**src/logic/simt_defines.svh**
```systemverilog
`ifndef SIMT_DEFINES_SVH
`define SIMT_DEFINES_SVH

// ******************************
// Machine size
// ******************************
`define SIMT_LANES    8   // Lanes per warp, one ALU each
`define SIMT_WARPS    8   // Warps resident in the register files
`define SIMT_WID_W    3   // Warp ID bits
`define SIMT_DATA_W   32  // Register and ALU word
`define SIMT_INSTR_W  32  // Instruction word
`define SIMT_PC_W     10  // Instruction memory address
`define SIMT_REG_W    5   // Register field, 32 registers per warp
`define SIMT_OP_W     6   // Opcode field
`define SIMT_IMM_W    16  // Immediate field

// ******************************
// Instruction fields
// ******************************
`define SIMT_OP_MSB   31
`define SIMT_OP_LSB   26
`define SIMT_DST_MSB  25
`define SIMT_DST_LSB  21
`define SIMT_SRC1_MSB 20
`define SIMT_SRC1_LSB 16
`define SIMT_SRC2_MSB 15
`define SIMT_SRC2_LSB 11
`define SIMT_IMM_MSB  15  // Overlaps src2, used by LDI and branch labels
`define SIMT_IMM_LSB  0

`endif

```
**src/logic/simt_pkg.sv**
```systemverilog
`include "simt_defines.svh"

package simt_pkg;

  // ******************************
  // Encodings
  // ******************************
  typedef enum logic [`SIMT_OP_W-1:0] {
    OP_NOP = '0,
    OP_ADD,
    OP_SUB,
    OP_AND,
    OP_OR,
    OP_XOR,
    OP_SHL,
    OP_SHR,
    OP_SLT,  // Signed compare
    OP_MOV,
    OP_LDI,
    OP_BEQ,
    OP_BAR,
    OP_EXIT
  } opcode_e;

  typedef enum logic [3:0] {
    ALU_PASS,  // Passes src1 or the immediate
    ALU_ADD,
    ALU_SUB,
    ALU_AND,
    ALU_OR,
    ALU_XOR,
    ALU_SHL,
    ALU_SHR,
    ALU_SLT
  } alu_op_e;

  // ******************************
  // Pipeline records
  // ******************************
  typedef struct packed {
    logic                   valid;
    logic [`SIMT_WID_W-1:0] wid;
    logic [`SIMT_PC_W-1:0]  pc;
    logic [`SIMT_LANES-1:0] wmask;
  } issue_t;

  typedef struct packed {
    logic                     we;
    logic [`SIMT_PC_W-1:0]    addr;
    logic [`SIMT_INSTR_W-1:0] data;
  } imem_wr_t;

  typedef struct packed {
    logic                     valid;
    logic [`SIMT_WID_W-1:0]   wid;
    logic [`SIMT_LANES-1:0]   wmask;
    logic [`SIMT_PC_W-1:0]    pc_p1;
    logic [`SIMT_INSTR_W-1:0] instr;
  } fetch_t;

  typedef struct packed {
    logic                   valid;
    alu_op_e                alu_op;
    logic                   reg_we;
    logic                   use_imm;
    logic                   is_branch;
    logic                   exit;
    logic                   bar;
    logic [`SIMT_REG_W-1:0] dst;
    logic [`SIMT_IMM_W-1:0] imm;
    logic [`SIMT_WID_W-1:0] wid;
    logic [`SIMT_LANES-1:0] wmask;
    logic [`SIMT_PC_W-1:0]  pc_p1;
  } ctrl_t;

  typedef struct packed {
    logic [`SIMT_WID_W-1:0] wid;
    logic [`SIMT_REG_W-1:0] src1;
    logic [`SIMT_REG_W-1:0] src2;
  } rd_addr_t;

  typedef logic [`SIMT_LANES-1:0][`SIMT_DATA_W-1:0] lane_vec_t;

  typedef struct packed {
    logic [`SIMT_LANES-1:0] lane_we;
    logic [`SIMT_WID_W-1:0] wid;
    logic [`SIMT_REG_W-1:0] dst;
    lane_vec_t              data;
  } wb_t;

  typedef struct packed {
    logic                   take;
    logic                   diverge;
    logic [`SIMT_LANES-1:0] next_mask;
    logic [`SIMT_LANES-1:0] stack_mask;
  } branch_t;

  typedef struct packed {
    logic                   valid;
    logic [`SIMT_WID_W-1:0] wid;
    logic [`SIMT_PC_W-1:0]  pc_p1;
    logic [`SIMT_PC_W-1:0]  label;
    logic                   exit;
    logic                   bar;
    branch_t                br;
  } warp_upd_t;

endpackage

```
**src/logic/branch_eval.sv**
```systemverilog
`timescale 1ns/1ps
`include "simt_defines.svh"

module branch_eval (
  input  simt_pkg::ctrl_t         ctrl_i,
  input  logic [`SIMT_LANES-1:0]  cond_i,
  output simt_pkg::branch_t       branch_o
);

  logic                   br_live;
  logic [`SIMT_LANES-1:0] taken;
  logic                   any_taken;
  logic                   split;

  assign br_live   = ctrl_i.valid && ctrl_i.is_branch;
  assign taken     = br_live ? (cond_i & ctrl_i.wmask) : '0;  // Inactive lanes never vote
  assign any_taken = |taken;
  assign split     = any_taken && (taken != ctrl_i.wmask);

  // On a split the taken lanes run ahead and the rest wait on the stack
  assign branch_o.take       = any_taken;
  assign branch_o.diverge    = split;
  assign branch_o.next_mask  = split ? taken : ctrl_i.wmask;
  assign branch_o.stack_mask = split ? (ctrl_i.wmask & ~taken) : ctrl_i.wmask;

endmodule

```
**config.mk**
```make
export PLATFORM = sky130hd
export DESIGN_NAME = branch_eval
export DESIGN_NICKNAME = d
export VERILOG_FILES = /design/src/logic/simt_pkg.sv /design/src/logic/branch_eval.sv
export VERILOG_INCLUDE_DIRS = /design/src /design/src/logic
export SDC_FILE = /design/constraint.sdc
export NUM_CORES = 1
export LEC_CHECK = 0
export CORE_AREA = 2 2 39 41
export DETAILED_ROUTE_END_ITERATION = 6
export DIE_AREA = 0 0 41 43
export DONT_BUFFER_PORTS = 1
export PLACE_DENSITY = 0.48
export RECOVER_POWER = 25
export SETUP_SLACK_MARGIN = 0.05
export SLEW_MARGIN = 20
export SYNTH_ARGS = -nofsm -noshare
export SYNTH_HDL_FRONTEND = slang
export SYNTH_SLANG_ARGS = --single-unit
```
**constraint.sdc**
```tcl
create_clock -name vclk -period 4.4
set_input_delay 0.66 -clock vclk [all_inputs]
set_output_delay 0.66 -clock vclk [all_outputs]
set_load 0.005 [all_outputs]
```
; ---- Word level (Yosys, flattened, before mapping)
; Index checks and enable logic that the tools add are counted.
[classes]
n_eq_ne = 1
mux = 3
n_bitwise = 3
n_reduce_logical = 3
[op_table]
columns = operator, n
row1 = $mux 8, 3
row2 = $and 8x8->8, 2
row3 = $ne 8x8->1, 1
row4 = $not 8->8, 1
row5 = $reduce_or 8->1, 1
row6 = $logic_and 1x1->1, 2
[totals]
regBits = 0
output_inout_bits = 18
wordCells = 10

; ---- Depth between registers and ports, before layout
[logic_depth]
ltp_word = 5
ltp_mapped = 9

; ---- Least setup slack after synthesis
; No wires, ideal clock.
[synth_path]
kind = input -> output
start = input port ctrl_i[51] (netlist name)
end = output port branch_o[6] (netlist name)
arrival_ps = 2205
t_required_ps = 3740
setup_slack_ps = 1535
stages = 9
path_buffers = 2
cell_sequence = and2_1 -> buf_4 -> nand3_1 -> ha_1 -> nand4_1 -> o21ai_0 -> a21oi_2 -> buf_6 -> mux2_4
[synth_rtl]
columns = element, line_no
row1 = "start, declared", branch_eval.sv:5  ; input simt_pkg::ctrl_t ctrl_i,
row2 = "end, declared", branch_eval.sv:7  ; output simt_pkg::branch_t branch_o

==> metrics <==
status finished clean; fmax between 0.2 and 0.3 GHz; Peak VDD IR 0.01983 mV; die area between 1500 and 2000 um^2; hold worst-path end branch_o[9]; Hold Path Origin ctrl_i[11]; ANT cells 0; final worst slack about 0.90 ns; CTS resizes 0; sw frac 0.5105; register area 0 um^2; Hold Vio Cnt, Final 0; Initial Util 0.3165; Slew headroom 0.4619; Hold Crit Class in2out; Design Area, Final approximately 420 um^2; Comb pwr share 1.000; sum of negative setup slack 0 ns; WL/cell between 15 and 20 um; Remaining DRCs 0; Final period util 0.7962; synth warn 0; initial antenna violation count 0; switching power 17.00 uW; via density per instance ~5.8; syn_nets approximately 120; global-route wire length before repair 1.338 mm; clock power share 0; Remaining Overflow, GRT 0; DRT iter0 DRCs 9; die height ~43 um; Pwr Total about 33 uW; RSZ-0062 raised after global routing no; DRT Wirelength approximately 1000 um; Cell variety after synth 16; area delta synth->final -3.143%; Synth Cell Area around 440 um^2; core area ~1400 um^2; post-synthesis instance total between 50 and 60; Seq pwr share 0; Antenna Violating Nets Remaining 0; clock buf count 0; Worst setup SP type input pin; syn_area_per_cell between 8 and 9 um^2; commonest non-fill, non-tap cell in the layout o21ai_0; crit-path max FO 17; Worst-Margin Slew 0.8072 ns; row count 14; CP Capture Type output pin; sequential area share after synthesis 0; global placement routability congestion 0.6964; placed inst area 424.2 um^2; Post-CTS Setup Bufs 0; Total GRT Usage 0.1009; critical path class in2out; max-cap violations 0; hold_ws 1.443 ns; vias in the first global route 330; Worst Path Arrival ~2.8 ns; Leak Pwr 0.0001733 uW; detailed placement HPWL 797.3 um; pin count of the biggest net entering global routing 18; Die W just over 40 um; share of layout cells above drive strength 1 0.2400; fin crit period around 3.5 ns; DRT Pass-1 Iters 4; commonest cells after routing, fill and taps aside o21ai_0, nand3_1, inv_1, ha_1, mux2_2; IO Pins 78; Internal Power between 15 and 20 uW; fin nets 120; pwr dens ~80 nW/um^2; Final Slew Violations 0; fill count 158; # hold bufs at CTS 0; Worst Hold Depth 2; Port Buffer Count 0; num sequential 0; endpoints failing setup 0; area of the multi-input gates 374.1 um^2; vias 383; WP data required between 3 and 4 ns; Setup WS pre-CTS between 0.9 and 1 ns
[power by group through the flow]
stage / logic, uW / clock network [uW] / registers, uW
floorplan: 31.4 / 0 / 0
global placement: 34.0 / 0 / 0
detailed placement: 34.0 / 0 / 0
CTS: 34.3 / 0 / 0
global route: 38.1 / 0 / 0
finish: 33.3 / 0 / 0
[synth_stat cells (all sizes together)]
cell    count  area, um^2
o21ai       9       45.04
a21boi      1       7.510
ha          8       100.1
and2        1       6.260
nand3       8       40.04
nand4       2       12.51
buf         4       33.78
inv         8       30.03
a22o        2       18.77
a21oi       1       8.760
a221oi      2       41.29
mux2        8       93.84
[critical path, stage by stage]
cell and delay (ns):
and2_0 0.43, nand3_1 0.17, ha_1 0.31, nand4_1 0.09
o21ai_0 0.11, a21oi_2 0.64, mux2_2 0.43
[layout make-up]
| type | instances | area share |
|---|---|---|
| inverter | 8 | 0.07080 |
| multi-input combinational | 42 | 0.8820 |
| tap | 16 | 0.04720 |
[cells by family (layout without fill, tap and decap cells)]
logic type,count (synthesis),count (layout),synth area share
AOI/OAI and AO/OA,15,15,0.2772
buffers and inverters,12,8,0.1457
and+or+nand+nor,11,11,0.1343
adders and majority gates,8,8,0.2286
muxes,8,8,0.2143
[per-layer routing]
metal	wire length, um	share of wire	track usage
met5	0	0	0
met2	478	0.48	0.1719
met1	407	0.41	0.1361
met4	0	0	0
met3	107	0.11	0.01571
[stage by stage]
| stage | cells | utilization |
|---|---|---|
| floorplan | 54 | - |
| global placement | 66 | 0.3065 |
| detailed placement | 66 | 0.3065 |
| CTS | 66 | 0.3065 |
| global route | 66 | 0.3065 |
| finish | 66 | 0.3065 |
[worst max-delay path by stage]
stage                     from           to  slack (ns)  cells after the start
global placement    ctrl_i[51]  branch_o[3]        0.98                      7
detailed placement  ctrl_i[51]  branch_o[1]         1.0                      7
finish              ctrl_i[51]  branch_o[1]        0.90                      7
CTS                 ctrl_i[51]  branch_o[1]        0.99                      7
floorplan           ctrl_i[51]  branch_o[6]        1.54                      9
global route        ctrl_i[51]  branch_o[3]        0.67                      7
Note: power is estimated with default switching activity, not from simulation.
