`config.mk`:
```
export PLATFORM = sky130hd
export DESIGN_NAME = warp_writeback
export DESIGN_NICKNAME = d
export VERILOG_FILES = /design/src/logic/simt_pkg.sv /design/src/logic/warp_writeback.sv
export VERILOG_INCLUDE_DIRS = /design/src /design/src/logic
export SDC_FILE = /design/constraint.sdc
export NUM_CORES = 1
export LEC_CHECK = 0
export BUFFER_PORTS_ARGS = -buffer_cell sky130_fd_sc_hd__buf_2
export CAP_MARGIN = 20
export CORE_AREA = 2 2 249 251
export CTS_CLUSTER_DIAMETER = 40
export DETAILED_ROUTE_END_ITERATION = 7
export DIE_AREA = 0 0 251 253
export PLACE_DENSITY_LB_ADDON = 0.2
export SYNTH_ARGS = -nofsm -noshare
export SYNTH_HDL_FRONTEND = slang
export SYNTH_SLANG_ARGS = --single-unit
```
`constraint.sdc`:
```
create_clock -name clk -period 1.09 [get_ports clk]
set_input_delay 0.0545 -clock clk [delete_from_list [all_inputs] [get_ports clk]]
set_output_delay 0.0545 -clock clk [all_outputs]
set_load 0.05 [all_outputs]
```
`src/logic/simt_defines.svh`:
```
`ifndef SIMT_DEFINES_SVH
`define SIMT_DEFINES_SVH

// ******************************
// Machine size
// ******************************
`define SIMT_LANES    8   // Lanes per warp, one ALU each
`define SIMT_WARPS    8   // Warps resident in the register files
`define SIMT_WID_W    3   // Warp ID bits
`define SIMT_DATA_W   32  // Register and ALU word
`define SIMT_INSTR_W  32  // Instruction word
`define SIMT_PC_W     10  // Instruction memory address
`define SIMT_REG_W    5   // Register field, 32 registers per warp
`define SIMT_OP_W     6   // Opcode field
`define SIMT_IMM_W    16  // Immediate field

// ******************************
// Instruction fields
// ******************************
`define SIMT_OP_MSB   31
`define SIMT_OP_LSB   26
`define SIMT_DST_MSB  25
`define SIMT_DST_LSB  21
`define SIMT_SRC1_MSB 20
`define SIMT_SRC1_LSB 16
`define SIMT_SRC2_MSB 15
`define SIMT_SRC2_LSB 11
`define SIMT_IMM_MSB  15  // Overlaps src2, used by LDI and branch labels
`define SIMT_IMM_LSB  0

`endif

```
`src/logic/simt_pkg.sv`:
```
`include "simt_defines.svh"

package simt_pkg;

  // ******************************
  // Encodings
  // ******************************
  typedef enum logic [`SIMT_OP_W-1:0] {
    OP_NOP = '0,
    OP_ADD,
    OP_SUB,
    OP_AND,
    OP_OR,
    OP_XOR,
    OP_SHL,
    OP_SHR,
    OP_SLT,  // Signed compare
    OP_MOV,
    OP_LDI,
    OP_BEQ,
    OP_BAR,
    OP_EXIT
  } opcode_e;

  typedef enum logic [3:0] {
    ALU_PASS,  // Passes src1 or the immediate
    ALU_ADD,
    ALU_SUB,
    ALU_AND,
    ALU_OR,
    ALU_XOR,
    ALU_SHL,
    ALU_SHR,
    ALU_SLT
  } alu_op_e;

  // ******************************
  // Pipeline records
  // ******************************
  typedef struct packed {
    logic                   valid;
    logic [`SIMT_WID_W-1:0] wid;
    logic [`SIMT_PC_W-1:0]  pc;
    logic [`SIMT_LANES-1:0] wmask;
  } issue_t;

  typedef struct packed {
    logic                     we;
    logic [`SIMT_PC_W-1:0]    addr;
    logic [`SIMT_INSTR_W-1:0] data;
  } imem_wr_t;

  typedef struct packed {
    logic                     valid;
    logic [`SIMT_WID_W-1:0]   wid;
    logic [`SIMT_LANES-1:0]   wmask;
    logic [`SIMT_PC_W-1:0]    pc_p1;
    logic [`SIMT_INSTR_W-1:0] instr;
  } fetch_t;

  typedef struct packed {
    logic                   valid;
    alu_op_e                alu_op;
    logic                   reg_we;
    logic                   use_imm;
    logic                   is_branch;
    logic                   exit;
    logic                   bar;
    logic [`SIMT_REG_W-1:0] dst;
    logic [`SIMT_IMM_W-1:0] imm;
    logic [`SIMT_WID_W-1:0] wid;
    logic [`SIMT_LANES-1:0] wmask;
    logic [`SIMT_PC_W-1:0]  pc_p1;
  } ctrl_t;

  typedef struct packed {
    logic [`SIMT_WID_W-1:0] wid;
    logic [`SIMT_REG_W-1:0] src1;
    logic [`SIMT_REG_W-1:0] src2;
  } rd_addr_t;

  typedef logic [`SIMT_LANES-1:0][`SIMT_DATA_W-1:0] lane_vec_t;

  typedef struct packed {
    logic [`SIMT_LANES-1:0] lane_we;
    logic [`SIMT_WID_W-1:0] wid;
    logic [`SIMT_REG_W-1:0] dst;
    lane_vec_t              data;
  } wb_t;

  typedef struct packed {
    logic                   take;
    logic                   diverge;
    logic [`SIMT_LANES-1:0] next_mask;
    logic [`SIMT_LANES-1:0] stack_mask;
  } branch_t;

  typedef struct packed {
    logic                   valid;
    logic [`SIMT_WID_W-1:0] wid;
    logic [`SIMT_PC_W-1:0]  pc_p1;
    logic [`SIMT_PC_W-1:0]  label;
    logic                   exit;
    logic                   bar;
    branch_t                br;
  } warp_upd_t;

endpackage

```
`src/logic/warp_writeback.sv`:
```
`timescale 1ns/1ps
`include "simt_defines.svh"

module warp_writeback (
  input  logic                clk,
  input  logic                rst,
  input  simt_pkg::ctrl_t     ctrl_i,
  input  simt_pkg::lane_vec_t result_i,
  input  simt_pkg::branch_t   branch_i,
  output simt_pkg::wb_t       wb_o,
  output simt_pkg::warp_upd_t upd_o
);

  import simt_pkg::*;

  logic [`SIMT_LANES-1:0] lane_we_q;
  logic [`SIMT_REG_W-1:0] dst_q;
  lane_vec_t              data_q;

  // ******************************
  // Execute to write-back register
  // ******************************
  always_ff @(posedge clk or negedge rst) begin
    if (!rst) begin
      lane_we_q <= '0;
      upd_o     <= '0;
    end else begin
      lane_we_q   <= (ctrl_i.valid && ctrl_i.reg_we) ? ctrl_i.wmask : '0;
      upd_o.valid <= ctrl_i.valid;  // One record per issued instruction
      upd_o.wid   <= ctrl_i.wid;
      upd_o.pc_p1 <= ctrl_i.pc_p1;
      upd_o.label <= ctrl_i.imm[`SIMT_PC_W-1:0];  // Branch target or sync point
      upd_o.exit  <= ctrl_i.exit;
      upd_o.bar   <= ctrl_i.bar;
      upd_o.br    <= branch_i;
    end
  end

  always_ff @(posedge clk) begin
    dst_q  <= ctrl_i.dst;
    data_q <= result_i;
  end

  // Lane write enables gate the commit, so stale data in idle cycles is harmless
  assign wb_o = '{lane_we: lane_we_q, wid: upd_o.wid, dst: dst_q, data: data_q};

endmodule

```
# After elaboration in Yosys (flattened, before gate mapping)
# Cells that the tools add are included.
# classes
n_reduce_logical	1
mux	1
# op_table
cell	count
2-to-1 mux 8 bit	1
logical AND 1 bit	1
# word_totals
regBits	313
output_inout_bits	316

# Logic depth before layout (Yosys ltp)
# depth
word_depth	2
mapped_depth	1
depth_no_buf	1

# Worst setup path after synthesis
# No wires, ideal clock.
# synth_path
kind	register -> output
startpoint	register upd_o[40] in the netlist's numbering
endpoint	output wb_o[261] in the netlist's numbering
path_stages_with_launch	2
n_path_buf	1
path_slack_ps	149
arrival_time_ps	886
path_cell_list	dfrtp_1 -> buf_4
# synth_rtl
element	line_no	source
from (decl)	warp_writeback.sv:11	output simt_pkg::warp_upd_t upd_o
to (decl)	warp_writeback.sv:10	output simt_pkg::wb_t wb_o,
# No word-level cell between the ends.

# Final worst setup path
# layout_path
startpoint	register upd_o[40] in the netlist's numbering
endpoint	output upd_o[40] in the netlist's numbering
# No word-level cell between the ends.

==> out/results.tsv <==
metric	value	unit
synth_nets	652	
path_cells	buf_6	
fill_cells	5900	
antenna_found_initial	3	
hold_viol_final	0	
drv_cap	0	
cp-end-kind	output port	
num_rows	91	
drtIter0Drc	145	
critPathMaxStageDelay	0.41	ns
wl_per_cell	13.80	um
post_route_cells_drive_above_1_share	0.7196	
critPathTopFamily	flip-flops	
ir_worst_vdd	1.380	mV
grt-ovfl-total	0	
htree_levels	2	
fp.dieH	253	um
crit_type	flip-flop to output port	
yosysSeqAreaShare	0.9890	
min_path_type	input port to flip-flop	
hpwlAfterDp	19.35	mm
numPortBuffers	631	
cp.arrival	1.17	ns
ys_ff_latch	313	
ios	644	
slew_headroom	0.8134	
grt.total_usage	0.08884	
path_buf_inv	1	
min_period	1.223	ns
synth_area_leaders	dfxtp_1 79%, dfrtp_1 20%, and3_1 0.76%	
critPathMaxFanout	2	
synthCells	324	
finalSetupViolCount	275	
synth_cell_types	4	
fin_crit_sh	1.122	
tightest_slew	0.2798	ns
drv_slew	0	
dr.pass1.iters	4	
core	61030	um2
remaining_drc_errors	0	
grt_pass1_wl	42.43	mm
ff_latch_area	6853	um2
synth_area	6599	um2
cts_num_sinks	313	
startpoint_type	flip-flop	
violations	setup timing	
multi_input_area	50.05	um2
die_area	63500	um2
utilization	0.3113	
final_cell_mix	323 x dlygate4sd3_1, 315 x buf_2, 261 x dfxtp_2, 223 x buf_8, 93 x buf_6	
grt_max_degree	53	
clk_path_buf_depth	3	
drt.antenna.violating_nets	0	
timing.fmax	0.8175	GHz
gp_congestion	0.7622	
final_common_cell	dlygate4sd3_1	
synth.avg_cell_area	20.37	um2
netlist.area_leader.share	0.7918	
yosysTopAreaCell	dfxtp_1	
outcome	finished, violations left	
setup_tns	-5.958	ns
cts-buffers-inserted	52	
first_global_vias	7653	
powerDensity	1861	nW/um2
clock-root-buffer	clkbuf_16	
power.leakage	0.008618	uW
num_vias	6567	
die_w	251	um
totalWireLength	29.88	mm
tritoncts	built	
hold_ws	0.1098	ns
path_clk_slew	0.05	ns
final.setup.worst_slack	-0.1333	ns
start_util	0.1081	
post_drt_via_cell_ratio	3.033	
rsz0062_at_grt	true	
synthToLayoutAreaGrowth	187.9	%
cp.required	1.04	ns
cp_slowest_cell	dfrtp_1	
ys_warn_count	0	
nets	1658	
post_cts_buffers	0	
-- registers in the layout (all words and copies together) (netlist names) --
name / cells
lane_we_q: 8
wb_o: 256
dst_q: 5
upd_o: 44
-- report_power, final --
part	leakage [uW]	total [uW]	switching, uW	internal, uW
Combinational	0.00488	5550	2920	2630
Clock	0.000916	17200	6260	10900
Sequential	0.00282	12600	380	12200
Total	0.00862	35300	9570	25800
-- metrics by stage --
step / power (uW) / instances / setup slack (ns) / area, um2
finish: 35350 / 2165 / -0.1333 / 19000
CTS: 35730 / 2163 / -0.1723 / 18840
global placement: 16020 / 1743 / 0.4134 / 10740
global route: 36650 / 2165 / -0.1932 / 19000
detailed placement: 16000 / 1743 / 0.4336 / 10740
floorplan: 14690 / 324 / 0.1492 / 6599
-- cells by family (layout without fill, tap and decap cells) --
group	count (synthesis)	after routing	share of synthesized area
buffers and inverters	3	1052	0.003413
AND/OR/NAND/NOR	8	8	0.007585
other	0	2	0
flip-flops	313	313	0.9890
-- worst paths after layout --
kind / from / to / slack (ns) / depth (start not counted)
setup / recovery: upd_o[40] / upd_o[40] / -0.13 / 1
hold / removal: result_i[199] / wb_o[199] / 0.11 / 2
max in group asynchronous: rst / lane_we_q[6] / 0.26 / 4
min in group asynchronous: rst / upd_o[18] / 0.58 / 4
-- synthesized netlist by cell type, drive strengths merged --
cell type	number
buf	3
and3	8
dfxtp	261
dfrtp	52
-- layout make-up --
type	count	area share
Clock inverter	39	0.02687
Clock buffer	58	0.07180
Sequential cell	313	0.3608
Tap cell	790	0.05204
Timing Repair Buffer	955	0.4856
Multi-Input combinational cell	8	0.002635
Antenna cell	2	0.0002635
-- timing repair --
action,4_1_cts,5_1_grt
hold buffers,323,0
pin swaps,0,0
hold endpoints to repair,365,0
gates resized for setup,1077,39
endpoints found under the setup margin,316,316
-- routing by layer --
metal	GRT usage	share of wire	vias up
li1	-	-	3053
met1	0.07469	0.30	3022
met2	0.1705	0.55	417
met3	0.04276	0.11	75
met4	0.04711	0.041	0
met5	0	0	-
(Power assumes the default switching activity.)
