### config.mk
export PLATFORM = sky130hd
export DESIGN_NAME = warp_decoder
export DESIGN_NICKNAME = d
export VERILOG_FILES = /design/src/logic/simt_pkg.sv /design/src/logic/warp_decoder.sv
export VERILOG_INCLUDE_DIRS = /design/src /design/src/logic
export SDC_FILE = /design/constraint.sdc
export NUM_CORES = 1
export LEC_CHECK = 0
export BUFFER_PORTS_ARGS = -buffer_cell sky130_fd_sc_hd__buf_2
export CORE_ASPECT_RATIO = 0.6
export CORE_MARGIN = 5
export CORE_UTILIZATION = 34
export DETAILED_ROUTE_END_ITERATION = 8
export HOLD_SLACK_MARGIN = 0.1
export PLACE_DENSITY = 0.72
export SLEW_MARGIN = 20
export SYNTH_ARGS = -nofsm -noshare
export SYNTH_HDL_FRONTEND = slang
export SYNTH_SLANG_ARGS = --single-unit
### constraint.sdc
create_clock -name clk -period 0.8 [get_ports clk]
set_input_delay 0.04 -clock clk [delete_from_list [all_inputs] [get_ports clk]]
set_output_delay 0.04 -clock clk [all_outputs]
set_load 0.005 [all_outputs]
### src/logic/simt_defines.svh
`ifndef SIMT_DEFINES_SVH
`define SIMT_DEFINES_SVH

// ******************************
// Machine size
// ******************************
`define SIMT_LANES    8   // Lanes per warp, one ALU each
`define SIMT_WARPS    8   // Warps resident in the register files
`define SIMT_WID_W    3   // Warp ID bits
`define SIMT_DATA_W   32  // Register and ALU word
`define SIMT_INSTR_W  32  // Instruction word
`define SIMT_PC_W     10  // Instruction memory address
`define SIMT_REG_W    5   // Register field, 32 registers per warp
`define SIMT_OP_W     6   // Opcode field
`define SIMT_IMM_W    16  // Immediate field

// ******************************
// Instruction fields
// ******************************
`define SIMT_OP_MSB   31
`define SIMT_OP_LSB   26
`define SIMT_DST_MSB  25
`define SIMT_DST_LSB  21
`define SIMT_SRC1_MSB 20
`define SIMT_SRC1_LSB 16
`define SIMT_SRC2_MSB 15
`define SIMT_SRC2_LSB 11
`define SIMT_IMM_MSB  15  // Overlaps src2, used by LDI and branch labels
`define SIMT_IMM_LSB  0

`endif

### src/logic/simt_pkg.sv
`include "simt_defines.svh"

package simt_pkg;

  // ******************************
  // Encodings
  // ******************************
  typedef enum logic [`SIMT_OP_W-1:0] {
    OP_NOP = '0,
    OP_ADD,
    OP_SUB,
    OP_AND,
    OP_OR,
    OP_XOR,
    OP_SHL,
    OP_SHR,
    OP_SLT,  // Signed compare
    OP_MOV,
    OP_LDI,
    OP_BEQ,
    OP_BAR,
    OP_EXIT
  } opcode_e;

  typedef enum logic [3:0] {
    ALU_PASS,  // Passes src1 or the immediate
    ALU_ADD,
    ALU_SUB,
    ALU_AND,
    ALU_OR,
    ALU_XOR,
    ALU_SHL,
    ALU_SHR,
    ALU_SLT
  } alu_op_e;

  // ******************************
  // Pipeline records
  // ******************************
  typedef struct packed {
    logic                   valid;
    logic [`SIMT_WID_W-1:0] wid;
    logic [`SIMT_PC_W-1:0]  pc;
    logic [`SIMT_LANES-1:0] wmask;
  } issue_t;

  typedef struct packed {
    logic                     we;
    logic [`SIMT_PC_W-1:0]    addr;
    logic [`SIMT_INSTR_W-1:0] data;
  } imem_wr_t;

  typedef struct packed {
    logic                     valid;
    logic [`SIMT_WID_W-1:0]   wid;
    logic [`SIMT_LANES-1:0]   wmask;
    logic [`SIMT_PC_W-1:0]    pc_p1;
    logic [`SIMT_INSTR_W-1:0] instr;
  } fetch_t;

  typedef struct packed {
    logic                   valid;
    alu_op_e                alu_op;
    logic                   reg_we;
    logic                   use_imm;
    logic                   is_branch;
    logic                   exit;
    logic                   bar;
    logic [`SIMT_REG_W-1:0] dst;
    logic [`SIMT_IMM_W-1:0] imm;
    logic [`SIMT_WID_W-1:0] wid;
    logic [`SIMT_LANES-1:0] wmask;
    logic [`SIMT_PC_W-1:0]  pc_p1;
  } ctrl_t;

  typedef struct packed {
    logic [`SIMT_WID_W-1:0] wid;
    logic [`SIMT_REG_W-1:0] src1;
    logic [`SIMT_REG_W-1:0] src2;
  } rd_addr_t;

  typedef logic [`SIMT_LANES-1:0][`SIMT_DATA_W-1:0] lane_vec_t;

  typedef struct packed {
    logic [`SIMT_LANES-1:0] lane_we;
    logic [`SIMT_WID_W-1:0] wid;
    logic [`SIMT_REG_W-1:0] dst;
    lane_vec_t              data;
  } wb_t;

  typedef struct packed {
    logic                   take;
    logic                   diverge;
    logic [`SIMT_LANES-1:0] next_mask;
    logic [`SIMT_LANES-1:0] stack_mask;
  } branch_t;

  typedef struct packed {
    logic                   valid;
    logic [`SIMT_WID_W-1:0] wid;
    logic [`SIMT_PC_W-1:0]  pc_p1;
    logic [`SIMT_PC_W-1:0]  label;
    logic                   exit;
    logic                   bar;
    branch_t                br;
  } warp_upd_t;

endpackage

### src/logic/warp_decoder.sv
`timescale 1ns/1ps
`include "simt_defines.svh"

module warp_decoder (
  input  logic               clk,
  input  logic               rst,
  input  simt_pkg::fetch_t   fetch_i,
  output simt_pkg::rd_addr_t rd_addr_o,
  output simt_pkg::ctrl_t    ctrl_o
);

  import simt_pkg::*;

  opcode_e op;
  ctrl_t   ctrl_d;

  // Unknown codes keep the raw value and match no case below, so they act as NOP
  assign op = opcode_e'(fetch_i.instr[`SIMT_OP_MSB:`SIMT_OP_LSB]);

  // Register file address is just the warp ID above the register field
  assign rd_addr_o = '{wid:  fetch_i.wid,
                       src1: fetch_i.instr[`SIMT_SRC1_MSB:`SIMT_SRC1_LSB],
                       src2: fetch_i.instr[`SIMT_SRC2_MSB:`SIMT_SRC2_LSB]};

  // ******************************
  // Opcode decode
  // ******************************
  always_comb begin
    ctrl_d       = '0;
    ctrl_d.valid = fetch_i.valid;
    ctrl_d.dst   = fetch_i.instr[`SIMT_DST_MSB:`SIMT_DST_LSB];
    ctrl_d.imm   = fetch_i.instr[`SIMT_IMM_MSB:`SIMT_IMM_LSB];
    ctrl_d.wid   = fetch_i.wid;
    ctrl_d.wmask = fetch_i.wmask;
    ctrl_d.pc_p1 = fetch_i.pc_p1;

    case (op)
      OP_ADD:  ctrl_d.alu_op = ALU_ADD;
      OP_SUB:  ctrl_d.alu_op = ALU_SUB;
      OP_AND:  ctrl_d.alu_op = ALU_AND;
      OP_OR:   ctrl_d.alu_op = ALU_OR;
      OP_XOR:  ctrl_d.alu_op = ALU_XOR;
      OP_SHL:  ctrl_d.alu_op = ALU_SHL;
      OP_SHR:  ctrl_d.alu_op = ALU_SHR;
      OP_SLT:  ctrl_d.alu_op = ALU_SLT;
      default: ctrl_d.alu_op = ALU_PASS;  // MOV, LDI and the non-writing ops
    endcase

    ctrl_d.reg_we = op inside {OP_ADD, OP_SUB, OP_AND, OP_OR, OP_XOR, OP_SHL, OP_SHR,
                               OP_SLT, OP_MOV, OP_LDI};
    ctrl_d.use_imm   = (op == OP_LDI);  // MOV keeps src1
    ctrl_d.is_branch = (op == OP_BEQ);
    ctrl_d.exit      = (op == OP_EXIT);
    ctrl_d.bar       = (op == OP_BAR);
  end

  // ******************************
  // Decode to execute register
  // ******************************
  always_ff @(posedge clk or negedge rst) begin
    if (!rst) begin
      ctrl_o <= '0;
    end else begin
      ctrl_o <= ctrl_d;  // Lines up with the registered lane reads
    end
  end

endmodule

-- Yosys cells after proc, flatten, opt, wreduce, memory -nomap -nowiden
Memories as Yosys holds them, arrays and structs flattened.
Index checks and enable logic that the tools add are counted.
- mux-type cells: 1
- reduce and logical (&&, ||, !) cells: 2
- equality and inequality tests: 13
- operators with widths (cell ; count):
    $eq 6x4->1 const B ; 6
    $eq 6x3->1 const B ; 4
    $eq 6x2->1 const B ; 2
    $reduce_bool 10->1 ; 1
    $eq 6x1->1 const B ; 1
    $mux 4 ; 1
    $logic_not 2->1 ; 1
- bits in registers: 52
- memory bits (read-only): 64
- memories kept: 1
- memories (memory ; words ; bits a word ; read ports ; clocked after memory_dff ; wr ports ; RTL line ; text):
    (name not given) ; 16 ; 4 ; 1 ; 0 ; 0 ; warp_decoder.sv:37 ; case (op)

-- Depth between registers and ports, before layout
- depth in word-level cells: 2
- gate-level depth with buffers: 2

-- Worst setup path before layout
Ideal clock, no wire load.
- path type: input port to flip-flop
- from: in fetch_i[26] in the netlist's numbering
- to: reg ctrl_o[46] in the netlist's numbering
- cell stages on the path: 2
- library setup time: 122 ps
- setup slack: 147 ps
- buffers on the path: 0
- required time: 678 ps
- arrival: 532 ps
- cells stage by stage: a21o_1 a2111oi_1
- RTL lines (what ; RTL line ; text):
    from (decl) ; warp_decoder.sv:7 ; input simt_pkg::fetch_t fetch_i,
    to (signal assigned) ; warp_decoder.sv:64 ; ctrl_o <= ctrl_d;
    to (decl) ; warp_decoder.sv:9 ; output simt_pkg::ctrl_t ctrl_o

-- Worst setup path in the final report
- from: reg ctrl_o[3] in the netlist's numbering
- to: out ctrl_o[3] in the netlist's numbering
No word-level cell between the ends.

==> results.txt <==
Placeable Area: 0.004189 sq mm
most frequent cells in the layout: buf_2, dfrtp_1, dlygate4sd3_1, buf_4, clkbuf_8
synth unique cells: 14
peak supply drop: 0.0007181 V
Nets: 298
P_leak: 1.406 nW
# clock sinks: 52
Ys Warns: 0
most common cell after layout, fill and taps aside: buf_2
share of layout cells above drive strength 1: 51.44%
critical path's slowest cell: dfrtp_1
area added between synthesis and finish: 77.96%
crit-path cells: buf_2
Initial DRT Pass Iterations: 4
CTS tree: built
WL final: 4541 um
status: complete, but fails checks
MaxCap Viol Count: 0
die height: 61.63 um
Slew Limit Headroom: 80.01%
Syn Nets: 138
highest clock rate: 1162 MHz
total grt overflow: 0
total CTS buffers: 5
Critical path buffers and inverters: 1
Total GRT Usage: 15.75%
DP Area: 0.002103 sq mm
Worst-path clk slew: 0.09 ns
vias in the first global route: 1331
cell area after layout: 0.002688 sq mm
worst hold margin: -0.006130 ns
Worst Path Arrival: 0.82 ns
num rows: 18
Mapped Cells: 82
first-pass GRT wire length: 6637 um
Worst setup EP type: output port
Die Wd: 96.04 um
Crit path required time: 0.76 ns
setup violators final: 52
Yosys reg bits: 52
pwr/cell area: 1817 mW/mm^2
initial antenna violation count: 1
failing checks: hold timing, setup timing
Die ar.: 0.005918 sq mm
largest net degree at the start of global routing: 36
Crit Path Class: flop to output port
CP Launch Type: flop
Post-DP HPWL: 2954 um
drc violations: 0
final hold vios: 2
Worst-Margin Slew: 0.2991 ns
initial core utilization: 36.05%
setup TNS: -1.628 ns
dpl cells: 246
Largest register FFs: 52
DR WL/cell: 14.94 um
largest register by flop count: ctrl_o
sequential share of the synthesized area: 86.16%
Final WS setup: -0.06025 ns
Final Cycle Share: 107.5%
fin cells: 304
vias per cell: 4.046
Top Registers: ctrl_o: 52 flops
RSZ-0062 raised after global routing: true
Avg Inst Size Synth: 18.42 sq um
Hold Path Class: input port to flop
fin. max-slew vios: 0
# IOs: 121
hold path endpoint: ctrl_o[48]
post-layout min period: 0.8602 ns
Final GP Congestion: 0.7439
antenna-violating nets left: 0
CTS root buf: clkbuf_8
hold path startpoint: fetch_i[29]
crit-path max FO: 1
vias after detailed routing: 1230
Largest delay share family, worst path: flip-flops
CTS H-tree lvls: 2
mapped cell area: 0.001510 sq mm
# hold bufs at CTS: 49
Worst Hold Depth: 2
clk buf depth: 2
max incr delay on CP: 0.39 ns
Setup Buffers After CTS: 0
DR iter-0 viols: 15
I/O Buffers: 110
-- metrics by stage --
stage                     power (mW)  hold slack [ns]  util, %  setup slack [ns]
after floorplan                2.921          -0.2556        -            0.1467
after global placement         3.234          -0.1013    50.21          -0.01985
after detailed placement       3.248         -0.09534    50.21          -0.02341
after CTS                      4.917         -0.02138    64.10          -0.05792
after global routing           5.144        -0.006017    64.16           -0.1138
final                          4.882        -0.006130    64.16          -0.06025
-- metal layers --
layer	up-vias	wire length, um	global-route usage (%)	share of wire (%)
met1	587	1598	16.24	35
li1	575	-	-	-
met2	63	2407	29.64	53
met5	-	0	0	0
met4	0	42	5.466	0.92
met3	5	492	6.227	11
-- synth_stat cells --
| cell | instances | area (sq um) |
|---|---|---|
| a2111oi_1 | 1 | 10.01 |
| a21o_1 | 1 | 7.510 |
| and3b_1 | 1 | 8.760 |
| and4_1 | 2 | 17.52 |
| buf_4 | 13 | 97.59 |
| dfrtp_1 | 52 | 1301 |
| inv_1 | 1 | 3.750 |
| nand2b_1 | 1 | 6.260 |
| nor2_1 | 3 | 11.26 |
| nor2b_1 | 1 | 6.260 |
| nor3_1 | 2 | 10.01 |
| nor4_1 | 2 | 12.51 |
| nor4b_1 | 1 | 8.760 |
| or3b_1 | 1 | 8.760 |
-- layout make-up --
class	instances	area [sq um]
Fill cell	321	1501
Multi-Input combinational cell	16	107.6
Tap cell	60	75.07
Inverter	1	3.754
Clock inverter	3	22.52
Antenna cell	1	2.502
Timing Repair Buffer	166	1106
Sequential cell	52	1301
Clock buffer	5	68.82
-- worst max path at each step --
stage,start,endpoint,cells past startpoint
floorplan,fetch_i[26],ctrl_o[46],2
global placement,fetch_i[26],ctrl_o[46],3
detailed placement,fetch_i[26],ctrl_o[46],3
CTS,ctrl_o[1],ctrl_o[1],1
global route,ctrl_o[3],ctrl_o[3],1
finish,ctrl_o[3],ctrl_o[3],1
-- power by group --
group          internal, mW  switching [mW]
Combinational         0.375           0.240
Clock                 0.628           0.865
Sequential             2.74          0.0300
-- kinds of logic after synthesis --
family          after synthesis  synth area share [%]
buf+inv                      14                 6.710
compound gates                2                 1.160
simple gates                 14                 5.966
flops                        52                 86.16
-- repair_timing --
item	CTS	global route
endpoints found under the setup margin	52	52
pin swaps	0	0
gates resized for setup	0	0
endpoints found under the hold margin	108	8
No activity file was read; power rests on OpenSTA's default activity.
