File: config.mk
export PLATFORM = sky130hd
export DESIGN_NAME = lane_alu
export DESIGN_NICKNAME = d
export VERILOG_FILES = /design/src/logic/simt_pkg.sv /design/src/logic/lane_alu.sv
export VERILOG_INCLUDE_DIRS = /design/src /design/src/logic
export SDC_FILE = /design/constraint.sdc
export NUM_CORES = 1
export LEC_CHECK = 0
export ABC_AREA = 1
export BUFFER_PORTS_ARGS = -buffer_cell sky130_fd_sc_hd__clkbuf_2
export CELL_PAD_IN_SITES_DETAIL_PLACEMENT = 1
export CELL_PAD_IN_SITES_GLOBAL_PLACEMENT = 1
export CORE_MARGIN = 2
export CORE_UTILIZATION = 42
export DETAILED_ROUTE_END_ITERATION = 8
export PLACE_DENSITY_LB_ADDON = 0.08
export SLEW_MARGIN = 15
export SYNTH_ARGS = -nofsm -noshare
export SYNTH_HDL_FRONTEND = slang
export SYNTH_SLANG_ARGS = --single-unit
File: constraint.sdc
create_clock -name vclk -period 4.5
set_clock_uncertainty 0.2 [all_clocks]
set_input_delay 0.225 -clock vclk [all_inputs]
set_output_delay 0.225 -clock vclk [all_outputs]
set_load 0.01 [all_outputs]
File: src/logic/simt_defines.svh
`ifndef SIMT_DEFINES_SVH
`define SIMT_DEFINES_SVH

// ******************************
// Machine size
// ******************************
`define SIMT_LANES    8   // Lanes per warp, one ALU each
`define SIMT_WARPS    8   // Warps resident in the register files
`define SIMT_WID_W    3   // Warp ID bits
`define SIMT_DATA_W   32  // Register and ALU word
`define SIMT_INSTR_W  32  // Instruction word
`define SIMT_PC_W     10  // Instruction memory address
`define SIMT_REG_W    5   // Register field, 32 registers per warp
`define SIMT_OP_W     6   // Opcode field
`define SIMT_IMM_W    16  // Immediate field

// ******************************
// Instruction fields
// ******************************
`define SIMT_OP_MSB   31
`define SIMT_OP_LSB   26
`define SIMT_DST_MSB  25
`define SIMT_DST_LSB  21
`define SIMT_SRC1_MSB 20
`define SIMT_SRC1_LSB 16
`define SIMT_SRC2_MSB 15
`define SIMT_SRC2_LSB 11
`define SIMT_IMM_MSB  15  // Overlaps src2, used by LDI and branch labels
`define SIMT_IMM_LSB  0

`endif

File: src/logic/simt_pkg.sv
`include "simt_defines.svh"

package simt_pkg;

  // ******************************
  // Encodings
  // ******************************
  typedef enum logic [`SIMT_OP_W-1:0] {
    OP_NOP = '0,
    OP_ADD,
    OP_SUB,
    OP_AND,
    OP_OR,
    OP_XOR,
    OP_SHL,
    OP_SHR,
    OP_SLT,  // Signed compare
    OP_MOV,
    OP_LDI,
    OP_BEQ,
    OP_BAR,
    OP_EXIT
  } opcode_e;

  typedef enum logic [3:0] {
    ALU_PASS,  // Passes src1 or the immediate
    ALU_ADD,
    ALU_SUB,
    ALU_AND,
    ALU_OR,
    ALU_XOR,
    ALU_SHL,
    ALU_SHR,
    ALU_SLT
  } alu_op_e;

  // ******************************
  // Pipeline records
  // ******************************
  typedef struct packed {
    logic                   valid;
    logic [`SIMT_WID_W-1:0] wid;
    logic [`SIMT_PC_W-1:0]  pc;
    logic [`SIMT_LANES-1:0] wmask;
  } issue_t;

  typedef struct packed {
    logic                     we;
    logic [`SIMT_PC_W-1:0]    addr;
    logic [`SIMT_INSTR_W-1:0] data;
  } imem_wr_t;

  typedef struct packed {
    logic                     valid;
    logic [`SIMT_WID_W-1:0]   wid;
    logic [`SIMT_LANES-1:0]   wmask;
    logic [`SIMT_PC_W-1:0]    pc_p1;
    logic [`SIMT_INSTR_W-1:0] instr;
  } fetch_t;

  typedef struct packed {
    logic                   valid;
    alu_op_e                alu_op;
    logic                   reg_we;
    logic                   use_imm;
    logic                   is_branch;
    logic                   exit;
    logic                   bar;
    logic [`SIMT_REG_W-1:0] dst;
    logic [`SIMT_IMM_W-1:0] imm;
    logic [`SIMT_WID_W-1:0] wid;
    logic [`SIMT_LANES-1:0] wmask;
    logic [`SIMT_PC_W-1:0]  pc_p1;
  } ctrl_t;

  typedef struct packed {
    logic [`SIMT_WID_W-1:0] wid;
    logic [`SIMT_REG_W-1:0] src1;
    logic [`SIMT_REG_W-1:0] src2;
  } rd_addr_t;

  typedef logic [`SIMT_LANES-1:0][`SIMT_DATA_W-1:0] lane_vec_t;

  typedef struct packed {
    logic [`SIMT_LANES-1:0] lane_we;
    logic [`SIMT_WID_W-1:0] wid;
    logic [`SIMT_REG_W-1:0] dst;
    lane_vec_t              data;
  } wb_t;

  typedef struct packed {
    logic                   take;
    logic                   diverge;
    logic [`SIMT_LANES-1:0] next_mask;
    logic [`SIMT_LANES-1:0] stack_mask;
  } branch_t;

  typedef struct packed {
    logic                   valid;
    logic [`SIMT_WID_W-1:0] wid;
    logic [`SIMT_PC_W-1:0]  pc_p1;
    logic [`SIMT_PC_W-1:0]  label;
    logic                   exit;
    logic                   bar;
    branch_t                br;
  } warp_upd_t;

endpackage

File: src/logic/lane_alu.sv
`timescale 1ns/1ps
`include "simt_defines.svh"

module lane_alu (
  input  simt_pkg::ctrl_t         ctrl_i,
  input  logic [`SIMT_DATA_W-1:0] src1_i,
  input  logic [`SIMT_DATA_W-1:0] src2_i,
  output logic [`SIMT_DATA_W-1:0] result_o,
  output logic                    cond_o
);

  import simt_pkg::*;

  localparam int SHAMT_W = $clog2(`SIMT_DATA_W);

  logic [`SIMT_DATA_W-1:0] imm_sext;
  logic [SHAMT_W-1:0]      shamt;
  logic                    less;

  assign imm_sext = {{(`SIMT_DATA_W - `SIMT_IMM_W){ctrl_i.imm[`SIMT_IMM_W-1]}}, ctrl_i.imm};
  assign shamt    = src2_i[SHAMT_W-1:0];  // Upper bits of src2 ignored
  assign less     = $signed(src1_i) < $signed(src2_i);

  always_comb begin
    case (ctrl_i.alu_op)
      ALU_ADD: result_o = src1_i + src2_i;
      ALU_SUB: result_o = src1_i - src2_i;
      ALU_AND: result_o = src1_i & src2_i;
      ALU_OR:  result_o = src1_i | src2_i;
      ALU_XOR: result_o = src1_i ^ src2_i;
      ALU_SHL: result_o = src1_i << shamt;
      ALU_SHR: result_o = src1_i >> shamt;  // Logical, zero fill
      ALU_SLT: result_o = {{(`SIMT_DATA_W - 1){1'b0}}, less};
      default: result_o = ctrl_i.use_imm ? imm_sext : src1_i;
    endcase
  end

  // Evaluated every cycle, only branch_eval decides whether it counts
  assign cond_o = (src1_i == src2_i);

endmodule

# Yosys cells after proc, flatten, opt, wreduce, memory -nomap -nowiden
# Cells that the tools add are included.
# totals
regBits	0
latch_bits	0
ram_bits	0
mem_bits_ro	0
inputBits	116
output_inout_bits	33
wordCells	19
mem_count	0
# op_classes
n_addsub	2
n_mul	0
n_div	0
order_cmp	1
eq_ne	9
shifts	2
mux	2
n_bitwise	3
n_reduce_logical	0
# ops
operator	n
$pmux W32 S8	1
$add A32 B32 Y32	1
$and A32 B32 Y32	1
$eq A32 B32 Y1	1
$lt A32 B32 Y1	1
$mux W32	1
$or A32 B32 Y32	1
$shl A32 B5 Y32	1
$shr A32 B5 Y32	1
$sub A32 B32 Y32	1
$xor A32 B32 Y32	1
$eq A4 B3 Y1 const B	4
$eq A4 B2 Y1 const B	2
$eq A4 B1 Y1 const B	1
$eq A4 B4 Y1 const B	1

# Longest topological paths before layout
# Gate-level depths: netlist (run 1).
# logic_depth
ltp_word	2
mapped_depth	19
depth_no_buf	16

# Least setup slack after synthesis (run 1)
# Ideal clock, no wire load.
# synth_path
path_type	in2out
startpoint	input src2_i[3]
endpoint	output result_o[0]
t_arrival_ns	2.299
required_time_ns	4.075
path_slack_ns	1.776
path_stages	17
path_buffers	4
cell_sequence	buf_2 -> clkinv_1 -> buf_2 -> buf_2 -> ha_1 -> buf_4 -> nor2_1 -> nand2_1 -> nand2_1 -> nand2_1 -> nand2_1 -> nand2_1 -> nand2_1 -> nand2_1 -> nand3_1 -> nand3_1 -> a21oi_1
# synth_between
elab_chain_cells	2
elab_cells_between_ends	4
cone_classes	order compare: 1; shift: 2; mux: 1
# synth_lines
item	line	rtl
from (decl)	lane_alu.sv:7	input logic [`SIMT_DATA_W-1:0] src2_i,
$lt A32 B32 Y1, or another cell as far along	lane_alu.sv:22	assign less = $signed(src1_i) < $signed(src2_i);
$pmux W32 S8 (*)	lane_alu.sv:25	case (ctrl_i.alu_op)
to (decl)	lane_alu.sv:8	output logic [`SIMT_DATA_W-1:0] result_o,
# Every way passes the cells marked *; elsewhere a longest branch is shown, timed or not.

# Worst setup path after layout (run 1)
# layout_path
startpoint	input src1_i[10]
endpoint	output result_o[0]
# layout_between
elab_chain_cells	2
elab_cells_between_ends	4
cone_classes	order compare: 1; shift: 2; mux: 1
# layout_lines
item	line	rtl
from (decl)	lane_alu.sv:6	input logic [`SIMT_DATA_W-1:0] src1_i,
$lt A32 B32 Y1, or another cell as far along	lane_alu.sv:22	
$pmux W32 S8 (*)	lane_alu.sv:25	
# Marks and branches as above.

==> flow_summary.json, run 1 <==
{
  "dp_hpwl_mm": 47.2,
  "critPathSlowestCell": "ha_1",
  "required_ps": 4070,
  "yosysSeqAreaShare_pct": 0,
  "synth_area_sq_mm": 0.0104,
  "first_pass_iters": 5,
  "hold_depth": 4,
  "fin_nets": 2456,
  "power.switching_mw": 0.997,
  "run_status": "completed",
  "wl_per_cell_um": 22.0,
  "crit_family": "simple AND/OR/NAND/NOR gates",
  "postCtsSetupRepairBufs": 0,
  "slowest_delay_ps": 440,
  "fp-row-count": 57,
  "routed.top_layer": "met4",
  "hold_viol": 0,
  "place_congestion": 1.06,
  "initial_core_util_pct": 42.9,
  "clockPowerShare_pct": 0,
  "hold_class": "primary input to primary output",
  "antennaDiodeCount": 0,
  "ys_warn_count": 0,
  "grt_usage_pct": 42.0,
  "finalCritPeriodShare_pct": 74.0,
  "crit_type": "primary input to primary output",
  "drive_gt1_share_pct": 6.67,
  "dr_wl_met2_mm": 24.3,
  "ant_nets": 0,
  "syn_area_per_cell_sq_um": 4.74,
  "nClkBuffers": 0,
  "grt_pass1_vias": 14700,
  "cp_cell_sequence": "clkbuf_2 -> inv_1 -> ha_1 -> nor2_1 -> nand2_1 -> nor3_1 -> nand2_1 -> nand2_1 -> nand2_1 -> nand3_1 -> nand3_1 -> a21oi_1 -> clkbuf_2",
  "multi_input_area_sq_mm": 0.00864,
  "tightest_slew_ps": 809,
  "path_common_cell": "nand2_1",
  "slew_headroom_pct": 45.9,
  "grt_pass1_wl_mm": 84.6,
  "drc_errors": 0,
  "nFlopsAndLatches": 0,
  "syn_nets": 2418,
  "avgViaCountPerCell": 5.95,
  "finalSetupViolCount": 0,
  "power.static_leakage_nw": 6.48,
  "design_area_sq_mm": 0.0110,
  "drtIter0Drc": 1585,
  "cts_hold_buf": 0,
  "die_h_um": 162,
  "vias": 15200,
  "arrival_ps": 2900,
  "drv_cap": 0,
  "cts_resized": 0,
  "port_buffers": 118,
  "vdd_drop_max_mv": 0.0652,
  "route.met3.wl_mm": 5.06,
  "chipWidth_um": 162,
  "grt_max_degree": 71,
  "yosysUniqueCellTypes": 37,
  "postRouteWirelength_mm": 56.3,
  "area_delta_synth_final_pct": 5.97,
  "hp-start": "ctrl_i[33]",
  "drv_slew": 0,
  "register_area_sq_um": 0,
  "n_fill_cell": 3907,
  "grt_overflow_total": 0,
  "final_cell_mix": "nand2_1, nand3_1, inv_1, nor2_1, clkbuf_2",
  "placed_area_sq_mm": 0.0110,
  "final_common_cell": "nand2_1",
  "critPathLaunch": "src1_i[10]",
  "rsz0062_at_grt": "no",
  "dieArea_sq_mm": 0.0261,
  "grt_antenna_before_repair": 0,
  "power.internal_mw": 0.388,
  "max_freq_mhz": 300,
  "powerDensity_mw_per_mm2": 125,
  "critical_path_buf_inv_count": 3,
  "ioPinCount": 149,
  "finalSetupTns_ps": 0,
  "core_area_sq_mm": 0.0243,
  "wl_met1_mm": 23.7,
  "combinationalPowerShare_pct": 100.0,
  "p_sw_share_pct": 72.0,
  "p_seq_share_pct": 0,
  "syn_inst": 2197,
  "whs_endpoint": "result_o[12]",
  "worstSetupStartpointType": "primary input",
  "min_period_ps": 3330,
  "cp-end-kind": "primary output",
  "worstPathMaxFanout": 8
}
## layout make-up
class / count / area share, %
Tap cell: 324 / 3.67
Timing Repair Buffer: 134 / 6.43
Inverter: 342 / 11.6
Multi-Input combinational cell: 1757 / 78.2
## power groups by stage
stage                     sequential, mW  combinational [mW]  clock [mW]
after CTS                              0                1.35           0
final                                  0                1.39           0
after global placement                 0                1.30           0
after global routing                   0                1.51           0
after detailed placement               0                1.34           0
after floorplan                        0               0.872           0
## cells by family (layout without fill, tap and decap cells)
group           count (synthesis)  after routing  share of synthesized area (%)
simple gates                 1459           1459                           59.7
buf+inv                       440            476                           17.1
compound gates                193            193                           10.5
fa+ha+maj                     105            105                           12.7
## through the flow
stage / total power, mW / util [%] / std cells / hold slack, ps / setup WS [ps]
finish: 1.39 / 45.4 / 2557 / 614 / 1170
global route: 1.51 / 45.4 / 2557 / 632 / 1010
CTS: 1.35 / 45.4 / 2557 / 612 / 1290
detailed placement: 1.34 / 45.4 / 2557 / 612 / 1290
global placement: 1.30 / 45.4 / 2557 / 612 / 1350
floorplan: 0.872 / - / 2197 / 424 / 1780
## cells in the mapped netlist (all sizes together)
cell     instances  area, sq um
nand3          442         2220
a21oi           62          310
inv            340         1280
fa               2         40.0
clkinv           2         7.51
or2              5         31.3
nand4           38          238
o211ai          21          158
clkbuf          31          119
o22ai           24          150
and2            13         81.3
o31ai            2         15.0
o21ai           70          350
o2111ai          2         17.5
nand3b           4         30.0
ha             103         1290
nor3            19         95.1
o21bai           5         37.5
a21boi           1         7.51
nor4             1         6.26
nand2          722         2710
a31oi            1         6.26
a211oi           4         30.0
a22oi            1         7.51
nor2           215          810
buf             67          378
## layer usage
metal / global-route usage [%] / vias to the layer above
met4: 19.0 / 0
met1: 56.1 / 7106
met5: 0 / -
met3: 4.67 / 162
li1: - / 7108
met2: 67.8 / 837
## worst max path at each step
stage                   endpoint  depth (start not counted)  slack, ps
floorplan            result_o[0]                         17       1780
global placement     result_o[0]                         13       1350
detailed placement  result_o[27]                         13       1290
CTS                 result_o[27]                         13       1290
global route        result_o[27]                         13       1010
finish               result_o[0]                         13       1170
Note: power is estimated with default switching activity, not from simulation.
==> run 2, diff against run 1 <==
- ABC_AREA: 1 -> 0
- CORE_UTILIZATION: 42 -> 39
- clock period: 4.5 -> 3 ns (I/O delays scaled with it)
==> flow_summary.json, run 2 <==
{
  "worstSetupStartpointType": "primary input",
  "drv_slew": 0,
  "min_period_ps": 3440,
  "synthSimpleGateAreaFrac_pct": 20.9,
  "yosysUniqueCellTypes": 86,
  "grt_antenna_before_repair": 3,
  "path_common_cell": "a21oi_1",
  "core_area_sq_mm": 0.0233,
  "first_pass_iters": 6,
  "nFlopsAndLatches": 0,
  "tightest_slew_ps": 818,
  "drtIter0Drc": 2168,
  "rsz0062_at_grt": "yes",
  "design_area_sq_mm": 0.0145,
  "synthTopCellsByArea": "ha_1, a21oi_1, mux2i_1, mux4_2, nor2_1",
  "synth.most_common_cell": "nor2_1",
  "port_buffers": 118,
  "dp_slack_ps": -295,
  "hold_viol": 0,
  "placed_area_sq_mm": 0.0127,
  "grt_max_degree": 77,
  "fp-row-count": 56,
  "slew_headroom_pct": 44.9,
  "area_delta_synth_final_pct": 56.8,
  "synth.top_cell.area_share_pct": 14.0,
  "hold_class": "primary input to primary output",
  "crit_family": "compound AO/OA/AOI/OAI gates",
  "synth_xor_area_share_pct": 0.570,
  "required_ps": 2650,
  "finalCritPeriodShare_pct": 115,
  "synth_top_family_by_area": "compound AO/OA/AOI/OAI gates",
  "synth_top_cell_by_area": "ha_1",
  "cts_hold_buf": 0,
  "wl_per_cell_um": 31.3,
  "crit_type": "primary input to primary output",
  "finalSetupTns_ps": -1430,
  "synth_area_sq_mm": 0.00922,
  "final_cell_mix": "buf_4, nor2_1, a21oi_1, nand2_1, clkbuf_2",
  "chipWidth_um": 158,
  "critPathSlowestCell": "a2111oi_0",
  "yosys.area_share.adder_pct": 14.4,
  "syn_area_per_cell_sq_um": 6.78,
  "nClkBuffers": 0,
  "fin_nets": 1991,
  "drc_errors": 0,
  "fin_ws_ps": -437,
  "synthMuxAreaShare_pct": 17.9,
  "finalSetupViolCount": 20,
  "vias": 14700,
  "synthTopCellsByCount": "nor2_1, a21oi_1, nand2_1, ha_1",
  "cp_cell_sequence": "clkbuf_16 -> ha_4 -> inv_1 -> fa_2 -> nor2_1 -> a21oi_1 -> o22ai_1 -> a2111oi_0 -> o21ai_0 -> a221oi_1 -> a21oi_1 -> clkbuf_2",
  "postRouteWirelength_mm": 65.3,
  "ioPinCount": 149,
  "critical_path_buf_inv_count": 3,
  "drive_gt1_share_pct": 44.4,
  "violations": "negative setup slack",
  "synth_compound_area_share_pct": 36.7,
  "grt_usage_pct": 46.2,
  "run_status": "finished, violations left",
  "slowest_delay_ps": 620,
  "initial_core_util_pct": 39.5,
  "drv_cap": 0,
  "grt_pass1_vias": 13800,
  "die_h_um": 158,
  "dieArea_sq_mm": 0.0249,
  "ant_nets": 0,
  "syn_nets": 1581,
  "register_area_sq_um": 0,
  "grt_overflow_total": 0,
  "final_util_pct": 61.9,
  "syn_inst": 1360,
  "arrival_ps": 3090,
  "ys_warn_count": 0,
  "cp-end-kind": "primary output",
  "place_congestion": 1.09,
  "max_freq_mhz": 291,
  "grt_pass1_wl_mm": 86.2,
  "avgViaCountPerCell": 7.05,
  "yosysSeqAreaShare_pct": 0,
  "dp_hpwl_mm": 47.0,
  "worstPathMaxFanout": 3,
  "final_common_cell": "buf_4"
}
run 2: cell count changes after synthesis, sizes merged, moves of 35 or more:
cell / change
a21oi: +82
nand3: -418
nand2: -615
inv: -244
nor2: -68
mux2i: +72
mux4: +35
clkbuf: +36
run 2: path summary, 6_finish.rpt:
path	from	end	slack [ps]	cells after the start
max	src1_i[0]	result_o[1]	-440	12
min	ctrl_i[30]	result_o[9]	510	4
run 2: cells by family after synthesis:
kind of cell / Yosys count
XOR/XNOR: 6
buffers and inverters: 213
AO/OA/AOI/OAI: 507
AND/OR/NAND/NOR: 411
adder cells (fa/ha/maj): 105
multiplexers: 118
run 2: metal layers:
| layer | routed length, um | vias to the layer above | global-route usage, % |
|---|---|---|---|
| li1 | - | 5939 | - |
| met1 | 24300 | 7170 | 60.5 |
| met2 | 27500 | 1245 | 71.2 |
| met3 | 9020 | 370 | 12.5 |
| met4 | 4390 | 4 | 19.4 |
| met5 | 32 | - | 0 |
run 2: what timing repair did:
action | CTS | global route
buffers inserted | 8 | 19
gates resized for setup | 113 | 204
pin swaps | 38 | 45
cloned | 1 | 3
setup endpoints to repair | 26 | 31
run 2: area by class of cell:
cell class	count	area, sq um
multi-input cells	1147	9640
fillers	2930	8880
repair buffers	522	4020
well taps	319	399
inverters	99	394
diodes	1	2.50
run 2: stage by stage:
stage / cells / hold slack (ps)
2_1_floorplan: 1360 / 270
3_3_place_gp: 2056 / 484
3_5_place_dp: 2056 / 500
4_1_cts: 2065 / 501
5_1_grt: 2087 / 539
6_report: 2088 / 505
